[src/verilog/controlPkg.sv]
package controlPkg;

    typedef logic [5:0] opcodeT;
    typedef logic [5:0] functT;

    localparam opcodeT opcodeRType = 6'b000000;
    localparam opcodeT opcodeAddi = 6'b001000;

    localparam functT functAdd = 6'b100000;
    localparam functT functSub = 6'b100010;
    localparam functT functAnd = 6'b100100;
    localparam functT functSll = 6'b000000;
    localparam functT functSlt = 6'b101010;
    localparam functT functSra = 6'b000011;
    localparam functT functSrl = 6'b000010;
    localparam functT functSllv = 6'b000100;
    localparam functT functSrav = 6'b000111;

    typedef enum logic [2:0] {
        aluNone = 3'd0,
        aluAdd = 3'd1,
        aluSub = 3'd2,
        aluAnd = 3'd3,
        aluSlt = 3'd7
    } aluOpT;

    typedef enum logic [2:0] {
        shiftNone = 3'd0,
        shiftLoad = 3'd1,
        shiftLeft = 3'd2,
        shiftRightLogic = 3'd3,
        shiftRightArith = 3'd4
    } shiftCtrlT;

    typedef enum logic [1:0] {
        srcBRegB = 2'd0,
        srcBFour = 2'd1,
        srcBImmediate = 2'd2
    } srcBSelectT;

    typedef enum logic [1:0] {
        regDestRt = 2'd0,
        regDestRd = 2'd1
    } regDestSelectT;

    // one-hot style codes taken from the register file write mux
    typedef enum logic [3:0] {
        memToRegAlu = 4'd0,
        memToRegLessThan = 4'd4,
        memToRegShifter = 4'd8
    } memToRegSelectT;

    typedef enum logic [2:0] {
        classNone = 3'd0,
        classAlu = 3'd1,
        classAddi = 3'd2,
        classSlt = 3'd3,
        classShiftImmediate = 3'd4,
        classShiftVariable = 3'd5
    } instrClassT;

    typedef struct packed {
        logic pcWrite;
        logic irWrite;
        logic regWrite;
        logic aWrite;
        logic bWrite;
        logic aluOutWrite;
        aluOpT aluOp;
        logic srcASelect;
        srcBSelectT srcBSelect;
        regDestSelectT regDestSelect;
        memToRegSelectT memToRegSelect;
        logic shiftAmountSelect;
        logic shiftSourceSelect;
        shiftCtrlT shiftCtrl;
    } controlWordT;

    localparam controlWordT idleWord = '0;

    localparam int fetchWaitCycles = 3;

endpackage

[src/verilog/controlUnit.sv]
`timescale 1ns/1ns

module controlUnit (
    input  logic       clock,
    input  logic       reset,
    input  logic [5:0] opcode,
    input  logic [5:0] funct,
    output logic       pcWrite,
    output logic       irWrite,
    output logic       regWrite,
    output logic       aWrite,
    output logic       bWrite,
    output logic       aluOutWrite,
    output logic [2:0] aluOp,
    output logic       srcASelect,
    output logic [1:0] srcBSelect,
    output logic [1:0] regDestSelect,
    output logic [3:0] memToRegSelect,
    output logic       shiftAmountSelect,
    output logic       shiftSourceSelect,
    output logic [2:0] shiftCtrl
);

    logic                    dispatch;
    logic                    done;
    logic                    executeActive;
    controlPkg::instrClassT  instrClass;
    controlPkg::aluOpT       decodedAluOp;
    controlPkg::controlWordT fetchWord;
    controlPkg::controlWordT executeWord;
    controlPkg::controlWordT controlWord;

    fetchDecodeSequencer i_fetchDecodeSequencer (
        .clock      (clock),
        .reset      (reset),
        .opcode     (opcode),
        .funct      (funct),
        .done       (done),
        .dispatch   (dispatch),
        .instrClass (instrClass),
        .aluOp      (decodedAluOp),
        .fetchWord  (fetchWord)
    );

    executeSequencer i_executeSequencer (
        .clock         (clock),
        .reset         (reset),
        .dispatch      (dispatch),
        .instrClass    (instrClass),
        .aluOp         (decodedAluOp),
        .executeActive (executeActive),
        .done          (done),
        .executeWord   (executeWord)
    );

    controlWordRegister i_controlWordRegister (
        .clock         (clock),
        .reset         (reset),
        .fetchWord     (fetchWord),
        .executeWord   (executeWord),
        .executeActive (executeActive),
        .controlWord   (controlWord)
    );

    assign pcWrite = controlWord.pcWrite;
    assign irWrite = controlWord.irWrite;
    assign regWrite = controlWord.regWrite;
    assign aWrite = controlWord.aWrite;
    assign bWrite = controlWord.bWrite;
    assign aluOutWrite = controlWord.aluOutWrite;
    assign aluOp = controlWord.aluOp;
    assign srcASelect = controlWord.srcASelect;
    assign srcBSelect = controlWord.srcBSelect;
    assign regDestSelect = controlWord.regDestSelect;
    assign memToRegSelect = controlWord.memToRegSelect;
    assign shiftAmountSelect = controlWord.shiftAmountSelect;
    assign shiftSourceSelect = controlWord.shiftSourceSelect;
    assign shiftCtrl = controlWord.shiftCtrl;

endmodule

[src/verilog/controlWordRegister.sv]
`timescale 1ns/1ns

module controlWordRegister (
    input  logic                    clock,
    input  logic                    reset,
    input  controlPkg::controlWordT fetchWord,
    input  controlPkg::controlWordT executeWord,
    input  logic                    executeActive,
    output controlPkg::controlWordT controlWord
);

    controlPkg::controlWordT nextWord;

    // the two sequencers never run at once, so the active flag picks the owner
    assign nextWord = executeActive ? executeWord : fetchWord;

    always_ff @(posedge clock) begin
        if (reset) begin
            controlWord <= controlPkg::idleWord;
        end else begin
            controlWord <= nextWord;
        end
    end

endmodule

[src/verilog/executeSequencer.sv]
`timescale 1ns/1ns

module executeSequencer (
    input  logic                    clock,
    input  logic                    reset,
    input  logic                    dispatch,
    input  controlPkg::instrClassT  instrClass,
    input  controlPkg::aluOpT       aluOp,
    output logic                    executeActive,
    output logic                    done,
    output controlPkg::controlWordT executeWord
);

    logic [1:0]             executeStep;
    logic [1:0]             lastStep;
    controlPkg::instrClassT activeClass;
    controlPkg::aluOpT      activeAluOp;
    controlPkg::shiftCtrlT  shiftDirection;

    always_ff @(posedge clock) begin
        if (reset) begin
            executeActive <= 1'b0;
            executeStep <= '0;
            activeClass <= controlPkg::classNone;
        end else if (dispatch) begin
            executeActive <= 1'b1;
            executeStep <= 2'd1;
            activeClass <= instrClass;
        end else if (done) begin
            executeActive <= 1'b0;
            executeStep <= '0;
        end else if (executeActive) begin
            executeStep <= executeStep + 2'd1;
        end
    end

    always_ff @(posedge clock) begin
        if (dispatch) begin
            activeAluOp <= aluOp;
        end
    end

    always_comb begin
        case (activeClass)
            controlPkg::classAlu,
            controlPkg::classAddi: lastStep = 2'd2;
            controlPkg::classSlt: lastStep = 2'd1;
            controlPkg::classShiftImmediate,
            controlPkg::classShiftVariable: lastStep = 2'd3;
            default: lastStep = 2'd0;
        endcase
    end

    assign done = executeActive && (executeStep == lastStep);

    always_comb begin
        shiftDirection = controlPkg::shiftNone;
        if (activeClass == controlPkg::classShiftImmediate ||
                activeClass == controlPkg::classShiftVariable) begin
            case (activeAluOp)
                controlPkg::aluSub: shiftDirection = controlPkg::shiftRightLogic;
                controlPkg::aluAnd: shiftDirection = controlPkg::shiftRightArith;
                default: shiftDirection = controlPkg::shiftLeft;
            endcase
        end
    end

    always_comb begin
        executeWord = controlPkg::idleWord;
        case (activeClass)
            controlPkg::classAlu: begin
                executeWord.aluOp = activeAluOp;
                executeWord.aluOutWrite = 1'b1;
                executeWord.srcASelect = 1'b1;
                if (executeStep == 2'd2) begin
                    executeWord.regWrite = 1'b1;
                    executeWord.regDestSelect = controlPkg::regDestRd;
                end
            end
            controlPkg::classAddi: begin
                executeWord.srcASelect = 1'b1;
                if (executeStep == 2'd1) begin
                    executeWord.aluOp = controlPkg::aluSub;
                    executeWord.aluOutWrite = 1'b1;
                    executeWord.srcBSelect = controlPkg::srcBImmediate;
                end else begin
                    // write-back step, rt is the destination
                    executeWord.aluOp = controlPkg::aluAdd;
                    executeWord.regWrite = 1'b1;
                end
            end
            controlPkg::classSlt: begin
                executeWord.aluOp = controlPkg::aluSlt;
                executeWord.srcASelect = 1'b1;
                executeWord.regWrite = 1'b1;
                executeWord.regDestSelect = controlPkg::regDestRd;
                executeWord.memToRegSelect = controlPkg::memToRegLessThan;
            end
            controlPkg::classShiftImmediate,
            controlPkg::classShiftVariable: begin
                executeWord.regDestSelect = controlPkg::regDestRd;
                executeWord.memToRegSelect = controlPkg::memToRegShifter;
                case (executeStep)
                    2'd1: begin
                        // immediate shifts take shamt and rt instead of rs and rt
                        executeWord.shiftCtrl = controlPkg::shiftLoad;
                        if (activeClass == controlPkg::classShiftImmediate) begin
                            executeWord.shiftAmountSelect = 1'b1;
                            executeWord.shiftSourceSelect = 1'b1;
                        end
                    end
                    2'd2: begin
                        executeWord.shiftCtrl = shiftDirection;
                    end
                    default: begin
                        executeWord.shiftCtrl = controlPkg::shiftLeft;
                        executeWord.regWrite = 1'b1;
                    end
                endcase
            end
            default: begin
                executeWord = controlPkg::idleWord;
            end
        endcase
    end

endmodule

[src/verilog/fetchDecodeSequencer.sv]
`timescale 1ns/1ns

module fetchDecodeSequencer (
    input  logic                    clock,
    input  logic                    reset,
    input  controlPkg::opcodeT      opcode,
    input  controlPkg::functT       funct,
    input  logic                    done,
    output logic                    dispatch,
    output controlPkg::instrClassT  instrClass,
    output controlPkg::aluOpT       aluOp,
    output controlPkg::controlWordT fetchWord
);

    localparam logic [2:0] loadStep = 3'(controlPkg::fetchWaitCycles);
    localparam logic [2:0] operandStep = loadStep + 3'd1;
    localparam logic [2:0] decodeStep = loadStep + 3'd2;

    logic [2:0] stepCount;
    logic       waitingExecute;
    logic       atDecode;

    // decode lasts a single cycle, after that the counter just parks until done
    assign atDecode = (stepCount == decodeStep) && !waitingExecute;
    assign dispatch = atDecode && (instrClass != controlPkg::classNone);

    always_ff @(posedge clock) begin
        if (reset) begin
            stepCount <= '0;
            waitingExecute <= 1'b0;
        end else if (done) begin
            stepCount <= '0;
            waitingExecute <= 1'b0;
        end else if (atDecode) begin
            if (dispatch) begin
                waitingExecute <= 1'b1;
            end else begin
                stepCount <= '0;
            end
        end else if (!waitingExecute) begin
            stepCount <= stepCount + 3'd1;
        end
    end

    // shifts reuse the alu field as a direction tag: add is left, sub is
    // logical right and and is arithmetic right
    always_comb begin
        instrClass = controlPkg::classNone;
        aluOp = controlPkg::aluNone;
        if (opcode == controlPkg::opcodeAddi) begin
            instrClass = controlPkg::classAddi;
        end else if (opcode == controlPkg::opcodeRType) begin
            case (funct)
                controlPkg::functAdd: begin
                    instrClass = controlPkg::classAlu;
                    aluOp = controlPkg::aluAdd;
                end
                controlPkg::functSub: begin
                    instrClass = controlPkg::classAlu;
                    aluOp = controlPkg::aluSub;
                end
                controlPkg::functAnd: begin
                    instrClass = controlPkg::classAlu;
                    aluOp = controlPkg::aluAnd;
                end
                controlPkg::functSlt: begin
                    instrClass = controlPkg::classSlt;
                    aluOp = controlPkg::aluSlt;
                end
                controlPkg::functSll: begin
                    instrClass = controlPkg::classShiftImmediate;
                    aluOp = controlPkg::aluAdd;
                end
                controlPkg::functSrl: begin
                    instrClass = controlPkg::classShiftImmediate;
                    aluOp = controlPkg::aluSub;
                end
                controlPkg::functSra: begin
                    instrClass = controlPkg::classShiftImmediate;
                    aluOp = controlPkg::aluAnd;
                end
                controlPkg::functSllv: begin
                    instrClass = controlPkg::classShiftVariable;
                    aluOp = controlPkg::aluAdd;
                end
                controlPkg::functSrav: begin
                    instrClass = controlPkg::classShiftVariable;
                    aluOp = controlPkg::aluAnd;
                end
                default: begin
                    instrClass = controlPkg::classNone;
                end
            endcase
        end
    end

    always_comb begin
        fetchWord = controlPkg::idleWord;
        if (stepCount <= loadStep) begin
            // pc + 4 stays on the alu while memory answers
            fetchWord.aluOp = controlPkg::aluAdd;
            fetchWord.srcBSelect = controlPkg::srcBFour;
            fetchWord.pcWrite = (stepCount == loadStep);
            fetchWord.irWrite = (stepCount == loadStep);
        end else if (stepCount == operandStep) begin
            fetchWord.aWrite = 1'b1;
            fetchWord.bWrite = 1'b1;
        end
    end

endmodule
[config.mk]
export PLATFORM = sky130hd
export DESIGN_NAME = controlUnit
export DESIGN_NICKNAME = d
export VERILOG_FILES = /design/src/verilog/controlPkg.sv /design/src/verilog/controlUnit.sv /design/src/verilog/controlWordRegister.sv /design/src/verilog/executeSequencer.sv /design/src/verilog/fetchDecodeSequencer.sv
export SDC_FILE = /design/constraint.sdc
export NUM_CORES = 1
export LEC_CHECK = 0
export ABC_AREA = 1
export BUFFER_PORTS_ARGS = -buffer_cell sky130_fd_sc_hd__buf_2
export CAP_MARGIN = 15
export CORE_ASPECT_RATIO = 0.7
export CORE_MARGIN = 10
export CORE_UTILIZATION = 45
export CTS_CLUSTER_DIAMETER = 80
export CTS_CLUSTER_SIZE = 30
export DETAILED_ROUTE_END_ITERATION = 16
export GPL_TIMING_DRIVEN = 0
export PLACE_DENSITY = 0.69
export SLEW_MARGIN = 30
export SYNTH_ARGS = -nofsm -noshare
export SYNTH_HDL_FRONTEND = slang
export SYNTH_SLANG_ARGS = --single-unit
[constraint.sdc]
create_clock -name clock -period 1.5 [get_ports clock]
set_input_delay 0.225 -clock clock [delete_from_list [all_inputs] [get_ports clock]]
set_output_delay 0.225 -clock clock [all_outputs]
set_load 0.05 [all_outputs]
## Word-level counts from Yosys, hierarchy flattened

Index checks and enable logic that the tools add are counted.

| cells by class | value |
|---|---|
| add/subtract/negate cells | 2 |
| order comparisons | 1 |
| equal/unequal tests | 24 |
| muxes and demuxes | 36 |
| bitwise logic cells | 5 |
| reduce and logical (&&, ||, !) cells | 30 |

Operators by type and width:

| cell | number |
|---|---|
| $reduce_or 3->1 | 9 |
| $eq 6x6->1 const B | 4 |
| $pmux 3 s4 | 2 |
| $mux 3 | 6 |
| $mux 17 | 1 |
| $reduce_or 2->1 | 8 |
| $eq 3x2->1 const B | 5 |
| $eq 3x3->1 const B | 4 |
| $eq 6x2->1 const B | 2 |
| $eq 6x3->1 const B | 2 |
| $logic_not 6->1 | 2 |
| $mux 1 | 12 |
| $mux 2 | 6 |
| $pmux 3 s2 | 2 |
| $pmux 4 s3 | 1 |
| $pmux 4 s2 | 1 |
| $eq 6x4->1 const B | 1 |
| $pmux 2 s3 | 1 |
| $reduce_bool 3->1 | 2 |
| $mux 5 | 1 |
| $not 1->1 | 5 |
| $ne 2x2->1 const B | 2 |
| $pmux 1 s2 | 2 |
| $pmux 1 s4 | 1 |
| 13 further kinds | 16 |

| word-level totals | value |
|---|---|
| register bits after elaboration | 35 |
| output and inout port bits | 23 |
| logic and storage cells | 118 |

## Longest topological paths before layout

| depth | value |
|---|---|
| depth in word-level cells | 9 |
| mapped depth | 10 |
| gate-level depth less buffers | 10 |

## Hierarchy

A second synthesis with hierarchy kept.

| second synthesis, totals | value |
|---|---|
| cell total of the unflattened synthesis | 339 |
| area total of the unflattened synthesis | 2,273.4 µm² |

By module, submodules not included:

| module | times used | cells each | area each (µm²) | sequential area each (µm²) |
|---|---|---|---|---|
| controlWordRegister | 1 | 146 | 964.7 | 460.4 |
| fetchDecodeSequencer | 1 | 108 | 674.4 | 80.1 |
| executeSequencer | 1 | 85 | 634.4 | 210.2 |

## Worst setup path before layout

Ideal clock, no wire load.

| path | value |
|---|---|
| path type | register -> register |
| from | register i_fetchDecodeSequencer.stepCount[0] |
| to | register i_executeSequencer.activeAluOp[0], enable pin |
| setup time | 0.306 ns |
| arrival time | 1.097 ns |
| data required time | 1.194 ns |
| slack | 0.097 ns |
| cell stages (with the launch flop) | 6 |
| path buffers | 0 |
| path through | dfxtp_1 > ha_1 > nand2_1 > nor2_1 > nand2_4 > inv_1 |

| between the ends | value |
|---|---|
| word-level cells in the longest chain between the ends | 3 |

Ends and longest elaborated chain:

| item | line | source |
|---|---|---|
| start: declaration | fetchDecodeSequencer.sv:19 | `logic [2:0] stepCount;` |
| start signal: assignment | fetchDecodeSequencer.sv:41 | `stepCount <= stepCount + 3'd1;` |
| $eq 3x3->1 | fetchDecodeSequencer.sv:24 | `assign atDecode = (stepCount == decodeStep) && !waitingExecute;` |
| $logic_and 1x1->1 | fetchDecodeSequencer.sv:24 |  |
| $logic_and 1x1->1 | fetchDecodeSequencer.sv:25 | `assign dispatch = atDecode && (instrClass != controlPkg::classNone);` |
| net dispatch | controlUnit.sv:24 | `logic dispatch;` |
| end signal: assignment | executeSequencer.sv:39 | `activeAluOp <= aluOp;` |
| end: declaration | executeSequencer.sv:17 | `controlPkg::aluOpT activeAluOp;` |

The timed path passes the listed nets, and every way through them passes these cells.
A chain may end at the register's enable or synchronous reset.

## Worst setup path in the final report

| path | value |
|---|---|
| from | register i_fetchDecodeSequencer.stepCount[1] |
| to | register i_executeSequencer.activeAluOp[1], enable pin |

Same word-level chain as after synthesis.

==> summary.md <==
| Metric | Value |
|---|---|
| Status | finished clean |
| Clk_lat worst skew | around 0.28 ns |
| Hold wc startpoint | reset |
| GRT Resource Usage Total | 10.9% |
| DP HPWL | ~2.4 mm |
| WP data arrival | roughly 1.4 ns |
| Maximum fanout along the worst path | 8 |
| Critical Path Source Type | flip-flop |
| Die height | 68.7 um |
| DRC errors left | 0 |
| Area growth syn-to-layout | 24.3% |
| RR Startpoint | i_fetchDecodeSequencer.stepCount[1]$_SDFFE_PP0P_ |
| Initial Utilization | between 40 and 50% |
| Max Freq | 726 MHz |
| Syn_area_per_cell | 7.37 um2 |
| Yosys Warn Count | 0 |
| Root buf cell | clkbuf_8 |
| Pwr Density | 878 nW/um2 |
| RSZ-0062 raised after global routing | false |
| Max-cap violation count | 0 |
| Routability cong. | roughly 0.85 |
| First-pass GRT wire length | 5.27 mm |
| Final core occ | 59.1% |
| Seq cells post-synth | 30 |
| DP Area | approximately 1800 um2 |
| Antenna Violating Nets Remaining | 0 |
| Top-count cell post-synth | nand2_1 |
| CP Data Required Time | between 1 and 1.5 ns |
| DR WL/cell | 10.8 um |
| Vias in the first global route | 1,254 |
| Top cell type's share of synthesized area | 35.4% |
| Flop-to-flop setup slack | 0.12 ns |
| DR vias | 1,356 |
| Final instance area | 1900 um2 |
| Reg2Reg Depth | 6 |
| IO buf count | 33 |
| Vias/cell | 4.57 |
| Rows | 17 |
| Area leader, netlist | dfxtp_1 |
| CORE AREA | approximately 3200 um2 |
| Mapped Area | 1530 um2 |
| Reg-to-reg endpoint | i_executeSequencer.activeAluOp[1]$_SDFFCE_PP0P_ |
| Worst hold path cell count | 2 |
| Die width | 89.6 um |
| Distinct cell type count after synthesis | 26 |
| Antenna cell count | 0 |
| Async SR Flop Fraction | 0% |
| NumNets Final | 269 |
| Die footprint | approximately 6200 um2 |
| Crit path kind | flip-flop to flip-flop |
| Pleak | 0.962 nW |
| Worst Hold Class | primary input to flip-flop |
| Top FF cell, synth | dfxtp_1 |
| Hold Violations, Final | 0 |
| CTS tree | yes |
| H-Tree Depth | 2 |
| Remaining global-route overflow | 0 |
| Largest cells by area after synthesis | dfxtp_1, nand2_1, inv_1 |
| I/O pins | 37 |
| Slew Viols, Final | 0 |
| Reg clk slew, reported paths | approximately 0.060 ns |
| Clock skew | 0.00463 ns |
| Period minus WS final | 1.38 ns |
| Filler cell count | approximately 320 |
| Final setup fails | 0 |
| Clock buffer depth | 2 |
| Drt pass-1 iters | 4 |
| Peak supply drop | roughly 0.64 mV |
| Synth Instances | 207 |
| Worst Hold Path EP | i_executeSequencer.executeActive$_SDFFE_PP0P_ |
| Num CTS Buffers | 5 |
| Fraction of layout cells with a size suffix above 1 | slightly above 30% |
| Share of the yosys chip area belonging to registers | 41.3% |
| Largest net degree at the start of global routing | 11 |
| Crit path launch | i_fetchDecodeSequencer.stepCount[1]$_SDFFE_PP0P_ |
| Post-synth top cells | nand2_1, inv_1, dfxtp_1 |
| Critical Path End Type | flip-flop |
| WL final | 3.20 mm |
| Post-synth EDFFs | 3 |
| Power Total | 1.67 mW |
| Drt initial violations | 52 |
| Post-cts hold buffer count | 0 |
| CTS Sinks | 30 |
| Period utilization | about nine tenths |
| Initial antenna violation count | 0 |
==> cell families after synthesis <==
logic type,share of synthesized area (%)
DFF,41.3
buffers and inverters,12.8
other,0.246
and+or+nand+nor,31.5
AOI/OAI and AO/OA,9.26
adders and majority gates,4.92
==> registers in the layout, indices dropped and copies added, names as in the netlist <==
signal	count
i_controlWordRegister.controlWord	17
i_executeSequencer.activeAluOp	3
i_executeSequencer.activeClass	3
i_fetchDecodeSequencer.stepCount	3
i_executeSequencer.executeStep	2
i_executeSequencer.executeActive	1
i_fetchDecodeSequencer.waitingExecute	1
==> worst max-delay path, stage by stage (launching register included) <==
cell     delay (ns)
dfxtp_1        0.34
inv_1          0.09
ha_1           0.16
nand2_1        0.11
nor2_4         0.17
nand2_4        0.11
inv_2          0.11
==> worst max-delay path by stage <==
stage,end,slack (ns),depth (start not counted)
6_report,i_executeSequencer.activeAluOp[1]$_SDFFCE_PP0P_,0.12,6
3_3_place_gp,i_executeSequencer.activeAluOp[1]$_SDFFCE_PP0P_,-0.1,8
2_1_floorplan,i_executeSequencer.activeAluOp[0]$_SDFFCE_PP0P_,0.1,5
4_1_cts,i_fetchDecodeSequencer.stepCount[1]$_SDFFE_PP0P_,0.04,9
3_5_place_dp,i_executeSequencer.activeAluOp[1]$_SDFFCE_PP0P_,-0.09,8
5_1_grt,i_fetchDecodeSequencer.stepCount[1]$_SDFFE_PP0P_,0.008,10
==> per-layer routing <==
layer / vias up / GRT usage [%] / wire, um
li1: 732 / - / -
met3: 5 / 5.97 / 331
met4: 0 / 3.56 / 27
met5: - / 0 / 0
met2: 48 / 15.8 / 1310
met1: 571 / 13.5 / 1530
==> power by group <==
group          leakage, nW  total [mW]  internal [mW]  switching [mW]
logic                0.655       0.165         0.0522           0.113
clock network       0.0515       0.667          0.369           0.298
registers            0.255       0.834          0.823          0.0108
==> cell type report <==
cell class	instances	area, um2	share of cell area [%]
Buffer	6	45.0	2.37
Clock buffer	6	82.6	4.35
Clock inverter	2	11.3	0.594
Inverter	40	150	7.92
Multi-Input combinational cell	133	748	39.4
Sequential cell	30	636	33.5
Tap cell	47	58.8	3.10
Timing Repair Buffer	33	165	8.71
==> per-stage QoR <==
step | setup TNS, ns | hold slack, ns | std cells | worst slack (ns)
after floorplan | 0 | 0.294 | 209 | 0.0971
after global placement | -0.289 | 0.460 | 289 | -0.0964
after detailed placement | -0.283 | 0.463 | 289 | -0.0943
after CTS | 0 | 0.157 | 297 | 0.0361
after global routing | 0 | 0.193 | 297 | 0.00826
final | 0 | 0.184 | 297 | 0.122
==> what timing repair did <==
item                                    in CTS  in global routing
buffers inserted                             0                  0
endpoints found under the setup margin       3                  9
pin swaps                                    0                  1
resized for setup                            2                 12
==> cell usage in the layout, fill, tap and decap left out, types with 2 or more instances in the layout <==
master    count
nor2_1       20
nand3_1      16
nand2_1      38
ha_1          6
nor2_2        8
clkbuf_8      6
buf_2        33
nand2_4       2
nand3_2       2
a31oi_1       4
nor3_1        3
buf_4         6
dfxtp_1      23
conb_1        3
dfxtp_2       4
edfxtp_1      3
inv_1        35
nand2_2       2
nand4_1       5
a21oi_1      11
inv_2         5
o21ai_0       2
nand3_4       2
Note: power is estimated with default switching activity, not from simulation.
